[src/common/prefetch_consts.svh]
// --------------------
// prefetch constants
// startup fetch window, memory word size and queue sizing
// --------------------

`ifndef PREFETCH_CONSTS_SVH
`define PREFETCH_CONSTS_SVH

// first fetch after system reset, 16 bytes below 1M
`define STARTUP_PREFETCH_LINEAR 32'h000FFFF0

// bytes fetchable before a restart loads a real code segment
`define STARTUP_PREFETCH_LIMIT  32'h00000010

// bytes per memory read
`define MEM_WORD_BYTES          4

// queue slots, the pointer width must match
`define PREFETCH_FIFO_DEPTH     8
`define PREFETCH_FIFO_AW        3

`endif

[src/common/prefetch_pkg.sv]
// --------------------
// prefetch package
// segment descriptor, fetch request and prefetch queue entry types
// shared by the tracker, the fetch engine and the queue
// --------------------

`default_nettype none

package prefetch_pkg;

    // x86 segment descriptor, bit 0 is limit_low[0]
    typedef struct packed {
        logic [7:0]  base_high;   // base[31:24]
        logic [3:0]  flags;       // g, d/b, l, avl
        logic [3:0]  limit_high;  // limit[19:16]
        logic [7:0]  access;      // p, dpl, s, type
        logic [23:0] base_low;    // base[23:0]
        logic [15:0] limit_low;   // limit[15:0]
    } seg_desc_t;

    // flags[3] is the granularity bit
    localparam int unsigned desc_flag_g = 3;

    // one prefetch request, at most one memory word
    typedef struct packed {
        logic [31:0] address;     // linear byte address
        logic [4:0]  length;      // 0..4 bytes wanted
        logic        su;          // 1 = user (cpl 3)
    } fetch_req_t;

    // one prefetch queue slot
    // either a chunk of code bytes or the end-of-segment marker
    typedef struct packed {
        logic [31:0] data;        // lowest address in data[7:0]
        logic [2:0]  count;       // valid bytes, 0 for a marker
        logic        limit_fault; // end-of-segment marker
    } fifo_entry_t;

endpackage

`default_nettype wire

[src/prefetch/prefetch.sv]
// --------------------
// prefetch tracker
// keeps the linear fetch address and the bytes left before the
// code segment limit, sizes each request to one memory word
// and flags the end of the segment once per restart
// --------------------

`timescale 1ns/1ps
`default_nettype none

`include "prefetch_consts.svh"

module prefetch (
    input  wire logic                   clk,
    input  wire logic                   pr_reset,
    input  wire logic                   fetch_restart,

    input  wire logic [1:0]             cpl,
    input  wire logic [31:0]            eip,
    input  wire prefetch_pkg::seg_desc_t cs_desc,

    input  wire logic                   prefetched_do,
    input  wire logic [4:0]             prefetched_length,

    output      prefetch_pkg::fetch_req_t fetch_req,
    output      logic                   limit_signal
);

    import prefetch_pkg::*;

    localparam logic [31:0] word_bytes = `MEM_WORD_BYTES;

    logic [31:0] linear;          // next byte to fetch
    logic [31:0] limit;           // bytes left in the segment
    logic        limit_signaled;  // marker already sent

    logic [31:0] cs_base;
    logic [31:0] cs_limit;
    logic [4:0]  charged;         // bytes taken off the window

    // descriptor decode
    assign cs_base = {cs_desc.base_high, cs_desc.base_low};

    always_comb begin
        if (cs_desc.flags[desc_flag_g]) begin
            cs_limit = {cs_desc.limit_high, cs_desc.limit_low, 12'hFFF};  // 4k pages
        end else begin
            cs_limit = {12'd0, cs_desc.limit_high, cs_desc.limit_low};
        end
    end

    // request is one word or whatever is left of the segment
    assign fetch_req.address = linear;
    assign fetch_req.length  = (limit > word_bytes) ? word_bytes[4:0] : limit[4:0];
    assign fetch_req.su      = (cpl == 2'd3);  // user code

    // never charge more than the window holds
    assign charged = (limit < {27'd0, prefetched_length}) ? limit[4:0] : prefetched_length;

    // end of segment, exactly once until the next restart
    assign limit_signal = (limit == 32'd0) && !limit_signaled;

    always_ff @(posedge clk) begin
        if (pr_reset) begin
            linear <= `STARTUP_PREFETCH_LINEAR;
            limit  <= `STARTUP_PREFETCH_LIMIT;
        end else if (fetch_restart) begin
            linear <= cs_base + eip;
            // eip past the limit leaves an empty window
            limit  <= (cs_limit >= eip) ? cs_limit - eip + 32'd1 : 32'd0;
        end else if (prefetched_do) begin
            linear <= linear + {27'd0, charged};
            limit  <= limit - {27'd0, charged};
        end
    end

    always_ff @(posedge clk) begin
        if (pr_reset) begin
            limit_signaled <= 1'b0;
        end else if (fetch_restart) begin
            limit_signaled <= 1'b0;  // new window, new marker
        end else if (limit_signal) begin
            limit_signaled <= 1'b1;
        end
    end

    // the engine never reports more bytes than were asked for
    a_fetched_within_request: assert property (
        @(posedge clk) disable iff (pr_reset)
        prefetched_do |-> (prefetched_length <= fetch_req.length)
    ) else $error("prefetched_length %0d above requested %0d",
                  prefetched_length, fetch_req.length);

endmodule

`default_nettype wire

[src/prefetch/fetch_engine.sv]
// --------------------
// fetch engine
// one aligned word read at a time, extracts the requested bytes
// and hands them to the prefetch queue as a chunk
// --------------------

`timescale 1ns/1ps
`default_nettype none

`include "prefetch_consts.svh"

module fetch_engine (
    input  wire logic                      clk,
    input  wire logic                      pr_reset,
    input  wire logic                      fetch_restart,

    input  wire prefetch_pkg::fetch_req_t  fetch_req,
    input  wire logic [`PREFETCH_FIFO_AW:0] fifo_count,

    output      logic                      mem_read_do,
    output      logic [31:0]               mem_address,
    output      logic                      mem_su,
    input  wire logic                      mem_done,
    input  wire logic [31:0]               mem_data,

    output      logic                      prefetched_do,
    output      logic [4:0]                prefetched_length,
    output      logic                      chunk_push,
    output      prefetch_pkg::fifo_entry_t chunk
);

    // start only below depth-1, the last slot is kept for the marker
    localparam logic [`PREFETCH_FIFO_AW:0] fifo_start_max =
        (`PREFETCH_FIFO_AW + 1)'(`PREFETCH_FIFO_DEPTH - 1);

    logic        busy;     // read in flight
    logic        stale;    // restart seen while in flight
    logic [1:0]  offset;   // byte offset inside the word
    logic [4:0]  req_len;  // bytes asked for at issue
    logic        start;
    logic        read_end;
    logic [4:0]  avail;    // bytes from offset to end of word
    logic [4:0]  use_len;
    logic [31:0] shifted;
    logic [31:0] keep;

    assign start = !busy && !fetch_restart
                && (fetch_req.length != 5'd0)
                && (fifo_count < fifo_start_max);

    assign read_end = busy && mem_done;

    always_ff @(posedge clk) begin
        if (pr_reset) begin
            busy  <= 1'b0;
            stale <= 1'b0;
        end else if (read_end) begin
            busy  <= 1'b0;  // drops on the done edge
            stale <= 1'b0;
        end else if (start) begin
            busy  <= 1'b1;
            stale <= 1'b0;
        end else if (busy && fetch_restart) begin
            stale <= 1'b1;  // keep the read, drop its data later
        end
    end

    // request capture, held for the whole read
    always_ff @(posedge clk) begin
        if (start) begin
            mem_address <= {fetch_req.address[31:2], 2'b00};
            mem_su      <= fetch_req.su;
            offset      <= fetch_req.address[1:0];
            req_len     <= fetch_req.length;
        end
    end

    assign mem_read_do = busy;

    // byte extraction
    assign avail   = 5'(`MEM_WORD_BYTES) - {3'd0, offset};
    assign use_len = (req_len < avail) ? req_len : avail;
    assign shifted = mem_data >> {offset, 3'b000};  // first wanted byte to the bottom

    always_comb begin
        for (int k = 0; k < `MEM_WORD_BYTES; k++) begin
            keep[8*k +: 8] = (k < use_len) ? 8'hFF : 8'h00;  // clear unused bytes
        end
    end

    assign prefetched_do     = read_end && !stale;
    assign prefetched_length = use_len;
    assign chunk_push        = read_end && !stale;

    assign chunk.data        = shifted & keep;
    assign chunk.count       = use_len[2:0];
    assign chunk.limit_fault = 1'b0;

    // memory answers only a read that is in flight
    a_done_with_read: assert property (
        @(posedge clk) disable iff (pr_reset)
        mem_done |-> mem_read_do
    ) else $error("mem_done without an outstanding read");

endmodule

`default_nettype wire

[src/prefetch/prefetch_fifo.sv]
// --------------------
// prefetch queue
// circular buffer of fetched chunks and limit markers
// emptied on restart, head shown on fifo_entry
// --------------------

`timescale 1ns/1ps
`default_nettype none

`include "prefetch_consts.svh"

module prefetch_fifo (
    input  wire logic                      clk,
    input  wire logic                      pr_reset,
    input  wire logic                      fetch_restart,

    input  wire logic                      chunk_push,
    input  wire prefetch_pkg::fifo_entry_t chunk,
    input  wire logic                      limit_signal,

    output      logic [`PREFETCH_FIFO_AW:0] fifo_count,

    input  wire logic                      fifo_pop,
    output      prefetch_pkg::fifo_entry_t fifo_entry,
    output      logic                      fifo_valid
);

    import prefetch_pkg::*;

    localparam logic [`PREFETCH_FIFO_AW:0] depth =
        (`PREFETCH_FIFO_AW + 1)'(`PREFETCH_FIFO_DEPTH);

    fifo_entry_t mem [`PREFETCH_FIFO_DEPTH];

    logic [`PREFETCH_FIFO_AW-1:0] wr_ptr;
    logic [`PREFETCH_FIFO_AW-1:0] rd_ptr;
    logic                         push;
    logic                         pop;
    fifo_entry_t                  push_entry;
    fifo_entry_t                  marker;

    // end of segment marker carries no bytes
    assign marker.data        = '0;
    assign marker.count       = 3'd0;
    assign marker.limit_fault = 1'b1;

    assign push       = chunk_push || limit_signal;  // never both at once
    assign push_entry = limit_signal ? marker : chunk;
    assign pop        = fifo_pop && fifo_valid;

    // storage, no reset
    always_ff @(posedge clk) begin
        if (push) begin
            mem[wr_ptr] <= push_entry;
        end
    end

    always_ff @(posedge clk) begin
        if (pr_reset || fetch_restart) begin
            wr_ptr     <= '0;
            rd_ptr     <= '0;
            fifo_count <= '0;
        end else begin
            if (push) begin
                wr_ptr <= wr_ptr + 1'b1;  // wraps at depth
            end
            if (pop) begin
                rd_ptr <= rd_ptr + 1'b1;
            end
            case ({push, pop})
                2'b10:   fifo_count <= fifo_count + 1'b1;
                2'b01:   fifo_count <= fifo_count - 1'b1;
                default: fifo_count <= fifo_count;  // both or neither
            endcase
        end
    end

    assign fifo_valid = (fifo_count != '0);
    assign fifo_entry = mem[rd_ptr];

    // the engine back-pressure must keep a slot for every push
    a_no_push_when_full: assert property (
        @(posedge clk) disable iff (pr_reset || fetch_restart)
        push |-> (fifo_count < depth)
    ) else $error("push into a full prefetch queue");

    // consumer pops only a valid head
    a_no_pop_when_empty: assert property (
        @(posedge clk) disable iff (pr_reset)
        fifo_pop |-> fifo_valid
    ) else $error("pop from an empty prefetch queue");

endmodule

`default_nettype wire

[src/rtl/prefetch_top.sv]
// --------------------
// prefetch top
// tracker, fetch engine and queue between the memory port
// and the decoder-side consumer
// --------------------

`timescale 1ns/1ps
`default_nettype none

`include "prefetch_consts.svh"

module prefetch_top (
    input  wire logic                      clk,
    input  wire logic                      pr_reset,
    input  wire logic                      fetch_restart,

    input  wire logic [1:0]                cpl,
    input  wire logic [31:0]               eip,
    input  wire prefetch_pkg::seg_desc_t   cs_desc,

    output      logic                      mem_read_do,
    output      logic [31:0]               mem_address,
    output      logic                      mem_su,
    input  wire logic                      mem_done,
    input  wire logic [31:0]               mem_data,

    input  wire logic                      fifo_pop,
    output      prefetch_pkg::fifo_entry_t fifo_entry,
    output      logic                      fifo_valid
);

    import prefetch_pkg::*;

    fetch_req_t                   fetch_req;          // tracker to engine
    logic                         prefetched_do;      // engine done pulse
    logic [4:0]                   prefetched_length;
    logic                         limit_signal;       // marker push
    logic                         chunk_push;
    fifo_entry_t                  chunk;
    logic [`PREFETCH_FIFO_AW:0]   fifo_count;         // back-pressure

    prefetch i_prefetch (
        .clk               (clk),
        .pr_reset          (pr_reset),
        .fetch_restart     (fetch_restart),
        .cpl               (cpl),
        .eip               (eip),
        .cs_desc           (cs_desc),
        .prefetched_do     (prefetched_do),
        .prefetched_length (prefetched_length),
        .fetch_req         (fetch_req),
        .limit_signal      (limit_signal)
    );

    fetch_engine i_fetch_engine (
        .clk               (clk),
        .pr_reset          (pr_reset),
        .fetch_restart     (fetch_restart),
        .fetch_req         (fetch_req),
        .fifo_count        (fifo_count),
        .mem_read_do       (mem_read_do),
        .mem_address       (mem_address),
        .mem_su            (mem_su),
        .mem_done          (mem_done),
        .mem_data          (mem_data),
        .prefetched_do     (prefetched_do),
        .prefetched_length (prefetched_length),
        .chunk_push        (chunk_push),
        .chunk             (chunk)
    );

    prefetch_fifo i_prefetch_fifo (
        .clk               (clk),
        .pr_reset          (pr_reset),
        .fetch_restart     (fetch_restart),
        .chunk_push        (chunk_push),
        .chunk             (chunk),
        .limit_signal      (limit_signal),
        .fifo_count        (fifo_count),
        .fifo_pop          (fifo_pop),
        .fifo_entry        (fifo_entry),
        .fifo_valid        (fifo_valid)
    );

endmodule

`default_nettype wire

[config.mk]
export PLATFORM = sky130hd
export DESIGN_NAME = prefetch_top
export DESIGN_NICKNAME = d
export VERILOG_FILES = /design/src/common/prefetch_pkg.sv /design/src/prefetch/prefetch.sv /design/src/prefetch/fetch_engine.sv /design/src/prefetch/prefetch_fifo.sv /design/src/rtl/prefetch_top.sv
export VERILOG_INCLUDE_DIRS = /design/src /design/src/common
export SDC_FILE = /design/constraint.sdc
export NUM_CORES = 1
export LEC_CHECK = 0
export ABC_CLOCK_PERIOD_IN_PS = 7600
export BUFFER_PORTS_ARGS = -buffer_cell sky130_fd_sc_hd__buf_2
export CORE_MARGIN = 4
export CORE_UTILIZATION = 58
export DETAILED_ROUTE_END_ITERATION = 8
export HOLD_SLACK_MARGIN = 0.1
export PLACE_DENSITY = 0.78
export SKIP_CTS_REPAIR_TIMING = 1
export SLEW_MARGIN = 15
export SYNTH_ARGS = -nofsm -noshare
export SYNTH_HDL_FRONTEND = slang
export SYNTH_SLANG_ARGS = --single-unit
[constraint.sdc]
create_clock -name clk -period 7.6 [get_ports clk]
set_clock_uncertainty 0.2 [all_clocks]
set_input_delay 1.9 -clock clk [delete_from_list [all_inputs] [get_ports clk]]
set_output_delay 1.9 -clock clk [all_outputs]
set_load 0.01 [all_outputs]
# == After elaboration in Yosys (flattened, before gate mapping) ==
# Memory sizes are Yosys's and may differ from the RTL's. A register that Yosys moved wholly into a read port is not among the register bits.
# Index checks and enable logic that the tools add are counted.
# word_totals
ff_bits,115
latch_bits,0
ram_bits,288
romBits,0
in_bits,135
out_inout_bits,71
elab_cells,78
memories,1
# memory_table
memory,depth,word_bits,read_ports,rd_clocked_by_memory_dff,wr,line_no,text
i_prefetch_fifo.mem,8,36,1,1,1,prefetch_fifo.sv:33,fifo_entry_t mem [`PREFETCH_FIFO_DEPTH];
# op_classes
addsub,10
multipliers,0
div_mod_pow,0
magnitude_cmp,9
eq_ne,3
shifts,1
n_mux,19
bitwise,1
n_reduce_logical,22
# ops
op,count
32-bit 2-to-1 mux,6
36-bit 2-to-1 mux,1
"32-bit by 1-bit adder with 32-bit output, second input constant",1
32-bit adder,1
32-bit by 5-bit adder with 32-bit output,1
32-bit bitwise AND,1
32-bit >= comparator,1
"32-bit by 3-bit > comparator with 1-bit output, second input constant",1
32-bit zero test,1
32-bit by 5-bit less-than comparator with 1-bit output,1
8-bit 2-to-1 mux,4
32-bit by 5-bit right shift with 32-bit output,1
32-bit subtractor,1
32-bit by 5-bit subtractor with 32-bit output,1
5-bit 2-to-1 mux,3
"1-bit by 5-bit less-than comparator with 1-bit output, first input constant",2
"2-bit by 5-bit less-than comparator with 1-bit output, first input constant",2
1-bit logical AND,8
4-bit case mux with 2 select lines,1
"3-bit by 1-bit adder with 3-bit output, second input constant",2
3-bit 2-to-1 mux,2
5-bit less-than comparator,1
5-bit nonzero test,1
"4-bit by 1-bit adder with 4-bit output, second input constant",1
12 further kinds,20

# == Longest topological paths before layout ==
# logic_depth
word_depth,8
mapped_depth,27
depth_no_buf,24

# == Modules after synthesis ==
# A second synthesis with hierarchy kept.
# hier_totals
hier_cells,1832
hier_area_um2,22567.9
# modules_own_cells
mod,instances,cells_each,area_each_um2,seq_area_each_um2
prefetch_fifo,1,532,11927.7,8908.5
prefetch,1,1123,8501.9,1301.2
fetch_engine,1,177,2138.3,1181.1

# == Worst setup path before layout ==
# Ideal clock, no wire load.
# synth_timing
kind,input-to-reg
startpoint,input port mem_done
endpoint,"memory i_prefetch_fifo.mem[0][0] (netlist name), enable pin"
setup_time_ps,519
t_arrival_ps,6039
t_required_ps,6881
path_slack_ps,842
cell_stages,5
path_buffers,1
cell_sequence,nand2_1 -> nor2_1 -> buf_2 -> nor2_1 -> nor4_1
# synth_between
elab_chain_len,5
# synth_lines
element,line_no,text
start: declaration,prefetch_top.sv:24,"input wire logic mem_done,"
1-bit logical AND,fetch_engine.sv:51,assign read_end = busy && mem_done;
1-bit logical AND,fetch_engine.sv:93,assign chunk_push = read_end && !stale;
1-bit logical OR,prefetch_fifo.sv:47,assign push = chunk_push || limit_signal;
1-bit 2-to-1 mux,prefetch_fifo.sv:53,if (push) begin
1-bit 2-to-1 mux (not written as such),prefetch_fifo.sv:54,mem[wr_ptr] <= push_entry;
end: declaration,prefetch_fifo.sv:33,
# Every way passes these cells.

# == Worst setup path after layout ==
# layout_timing
startpoint,register i_fetch_engine.offset[1]
endpoint,register i_prefetch.linear[24]
# layout_between
elab_chain_len,8
# layout_lines
element,line_no,text
start: declaration,fetch_engine.sv:38,logic [1:0] offset;
start signal: assignment,fetch_engine.sv:73,offset <= fetch_req.address[1:0];
3-bit by 2-bit subtractor with 4-bit output (*),fetch_engine.sv:81,"assign avail = 5'(`MEM_WORD_BYTES) - {3'd0, offset};"
5-bit less-than comparator,fetch_engine.sv:82,assign use_len = (req_len < avail) ? req_len : avail;
5-bit 2-to-1 mux (*),fetch_engine.sv:82,
32-bit by 5-bit less-than comparator with 1-bit output,prefetch.sv:58,"assign charged = (limit < {27'd0, prefetched_length}) ? limit[4:0] : prefetched_length;"
5-bit 2-to-1 mux (*),prefetch.sv:58,
32-bit by 5-bit adder with 32-bit output (*),prefetch.sv:72,"linear <= linear + {27'd0, charged};"
32-bit 2-to-1 mux (*),prefetch.sv:71,end else if (prefetched_do) begin
32-bit 2-to-1 mux (*),prefetch.sv:67,end else if (fetch_restart) begin
end signal: assignment,prefetch.sv:65,linear <= `STARTUP_PREFETCH_LINEAR;
end signal: assignment,prefetch.sv:68,linear <= cs_base + eip;
end signal: assignment,prefetch.sv:72,
end: declaration,prefetch.sv:33,logic [31:0] linear;
# Mark *: on every way between the ends. The rest lies on a longest branch, timed or not. The select of a mux whose other input is x is not followed.
# A chain may end at the register's enable or synchronous reset.

==> metrics.yaml <==
power:
  power_frac_clock: 0.332
  p_total_uw: 5945
  p_int_uw: 4269
  swShare: 0.2818
  p_per_area_nw_per_um2: 243.5
  ir_worst_vdd_uv: 134.1
  switchingPower_uw: 1675
  power_frac_comb: 0.218
  power_leakage_uw: 0.009307
  seqPwrFrac: 0.450
die:
  ios: 206
  dieArea_um2: 40350
  chipHeight_um: 200.9
  coreArea_um2: 36610
  die_w_um: 200.9
  initial_utilization: 0.5893
  row_count: 70
cells_and_area:
  area_growth_pct: 13.18
  drive_gt1_frac: 0.2196
  fin_nets: 2195
  fillerInstances: 2674
  mostFrequentLayoutCell: "edfxtp_1"
  final_core_util: 0.6670
  final_cell_mix: "edfxtp_1 (326), buf_2 (192), nor2_1 (137)"
  diodes: 0
clock_network:
  clkTransAtPathRegs_ns: 0.07
  cts_root_buf: "clkbuf_16"
  clkSinkCount: 406
  clk_path_buf_depth: 3
  cts_buffers: 40
  cts_htree_levels: 2
  cts_tree: "yes"
  clock_latency_ns: 0.53
sta:
  setup_tns_ns: 0
  tightest_slew_ns: 1.210
  setup_viol: 0
  fin_crit_ns: 6.695
  hold_ws_ns: 0.2638
  drv_slew: 0
  slew_headroom: 0.1883
  rsz0062_at_grt: "false"
  max_freq_mhz: 149.4
  hold_viol: 0
  min_period_over_period: 0.8810
global_routing:
  grt_pass1_wl_um: 82980
  grt_max_degree: 78
  grt_pass1_vias: 14738
  antenna_found_initial: 0
  overflow: 0
  grt_use_total: 0.2580
critical_path:
  r2r_cells: 25
  crit_required_ns: 7.83
  cp-start-kind: "flop"
  rr_startpoint: "i_fetch_engine.offset[1]"
  r2r-end: "i_prefetch.linear[24]"
  setup.worst_path.end_class: "flop"
  r2r_setup_slack_ns: 0.90
  worstPathMaxFanout: 28
  timing_worst_setup_path_type: "flop to flop"
  cp_data_arrival_time_ns: 6.93
min_path:
  hold_depth: 0
  min_to: "i_fetch_engine.mem_address[31]"
  hp-start: "i_prefetch.linear[31]"
  min_path_type: "flop to flop"
routing:
  viasPerCell: 6.125
  firstDrtPassIters: 5
  dr.first_iter.drc_count: 1283
  routed_wl_um: 53300
  wl_per_cell_um: 21.97
  dr_total_vias: 14859
  remaining_drc_errors: 0
  ant_nets: 0
synthesis:
  yosys_most_used_dff: "edfxtp_1"
  syn_inst: 1736
  synth_cell_types: 83
  synth_edf_count: 326
  synth_async_sr_flop_share: 0
  ys_warn_count: 0
  avgSynthCellArea_um2: 12.43
  ys_ff_latch: 406
  syn_area_um2: 21580
  ys_seq_area_frac: 0.5280
placement:
  dp_hpwl_um: 36930
  portBuffers: 192
  gp_congestion: 1.012
outcome:
  status: "finished, final reports clean"
run:
  maxCapViolCount: 0
state kept, by name (all words and copies together), names as in the netlist, named ones only:
signal                      cells
i_prefetch_fifo.mem           288
i_prefetch.limit               32
i_prefetch.linear              32
i_fetch_engine.mem_address     30
i_fetch_engine.req_len          5
i_prefetch_fifo.fifo_count      4
i_prefetch_fifo.rd_ptr          3
i_prefetch_fifo.wr_ptr          3
i_fetch_engine.offset           2
i_fetch_engine.mem_read_do      1
i_fetch_engine.mem_su           1
i_fetch_engine.stale            1
i_prefetch.limit_signaled       1
logic make-up (layout without fill, tap and decap cells):
group / after synthesis / in the layout / share of synthesized area
muxes: 142 / 142 / 0.1101
AOI/OAI and AO/OA: 331 / 331 / 0.1019
DFF: 406 / 406 / 0.5280
xor gates and xnor gates: 101 / 101 / 0.04100
other: 2 / 6 / 0.0003481
and+or+nand+nor: 454 / 454 / 0.1041
adders and majority gates: 135 / 135 / 0.08513
buffers and inverters: 165 / 383 / 0.02952
power by group through the flow:
stage / sequential, µW / combinational, µW / clock, µW
after global routing: 2690 / 1420 / 2100
after floorplan: 2710 / 880 / 0
after detailed placement: 2720 / 1270 / 0
after CTS: 2680 / 1280 / 2000
after global placement: 2710 / 1240 / 0
final: 2670 / 1300 / 1970
per-stage QoR:
step | cell area [µm²] | worst slack [ns] | std cells
finish | 24420 | 0.9045 | 2426
global route | 24420 | 0.3486 | 2426
CTS | 24400 | 1.022 | 2426
detailed placement | 23070 | 1.075 | 2352
global placement | 23070 | 1.269 | 2352
floorplan | 21590 | 0.8419 | 1740
layout make-up:
| class | count | area [µm²] | share of cell area |
|---|---|---|---|
| Sequential cell | 406 | 11400 | 0.4667 |
| Clock buffer | 49 | 1087 | 0.04453 |
| Clock inverter | 25 | 240.2 | 0.009838 |
| Timing Repair Buffer | 208 | 1081 | 0.04427 |
| Inverter | 101 | 379.1 | 0.01553 |
| Tap cell | 468 | 585.6 | 0.02398 |
| Multi-Input combinational cell | 1169 | 9648 | 0.3951 |
how the worst max path moves through the flow:
stage | startpoint | end | slack (ns) | cells after the start
global route | i_fetch_engine.offset[1] | i_prefetch.linear[24] | 0.35 | 25
finish | i_fetch_engine.offset[1] | i_prefetch.linear[24] | 0.90 | 25
global placement | i_fetch_engine.offset[1] | i_prefetch.linear[24] | 1.27 | 25
detailed placement | i_fetch_engine.offset[1] | i_prefetch.linear[24] | 1.07 | 25
floorplan | mem_done | i_prefetch_fifo.mem[0][0] | 0.84 | 5
CTS | i_fetch_engine.offset[1] | i_prefetch.linear[24] | 1.02 | 25
worst max-delay path, cell delays in order, from the launching register on:
cell      delay (ns)
edfxtp_1        0.36
buf_4           0.25
inv_1           0.09
ha_1            0.15
inv_1           0.05
ha_1            0.17
or3_1           0.42
a21oi_1         0.25
mux2i_1         0.76
o21ai_0         0.16
a31oi_1         0.17
o21ai_0         0.14
nand2_1         0.24
mux2i_1         0.32
ha_1            0.22
inv_1           0.06
fa_1            0.40
nor2b_1         0.13
o21ai_0         0.10
a21boi_0        0.32
o21ai_0         0.31
nor4_1          0.69
nand3_1         0.18
xnor2_1         0.16
nor2_1          0.05
a211oi_1        0.23
routing by layer:
layer  wire length, µm  track usage  vias to the layer above
li1                  -            -                     6916
met1             21350       0.3446                     7219
met2             26630       0.4427                      637
met3              3734      0.03732                       87
met4              1593      0.07793                        0
met5                 0            0                        -
cell usage after synthesis, drive strengths merged, types with 17 or more instances:
master | instances | area (µm²)
a21oi | 91 | 455.4
nand2 | 91 | 344.1
a21o | 30 | 226.5
nor2b | 29 | 181.4
mux4 | 72 | 1622
o21ai | 48 | 247.7
ha | 114 | 1426
or2 | 18 | 112.6
dfxtp | 80 | 1602
and2 | 18 | 112.6
nor2 | 141 | 529.3
o211ai | 17 | 127.6
clkbuf | 47 | 176.4
buf | 17 | 81.32
a211oi | 32 | 240.2
mux2 | 42 | 473.0
edfxtp | 326 | 9789
fa | 20 | 400.4
xnor2 | 57 | 499.2
nor4 | 18 | 127.6
xor2 | 44 | 385.4
nand3 | 26 | 130.1
nor3 | 36 | 185.2
inv | 100 | 375.4
mux2i | 28 | 280.3
Note: power is estimated with default switching activity, not from simulation.
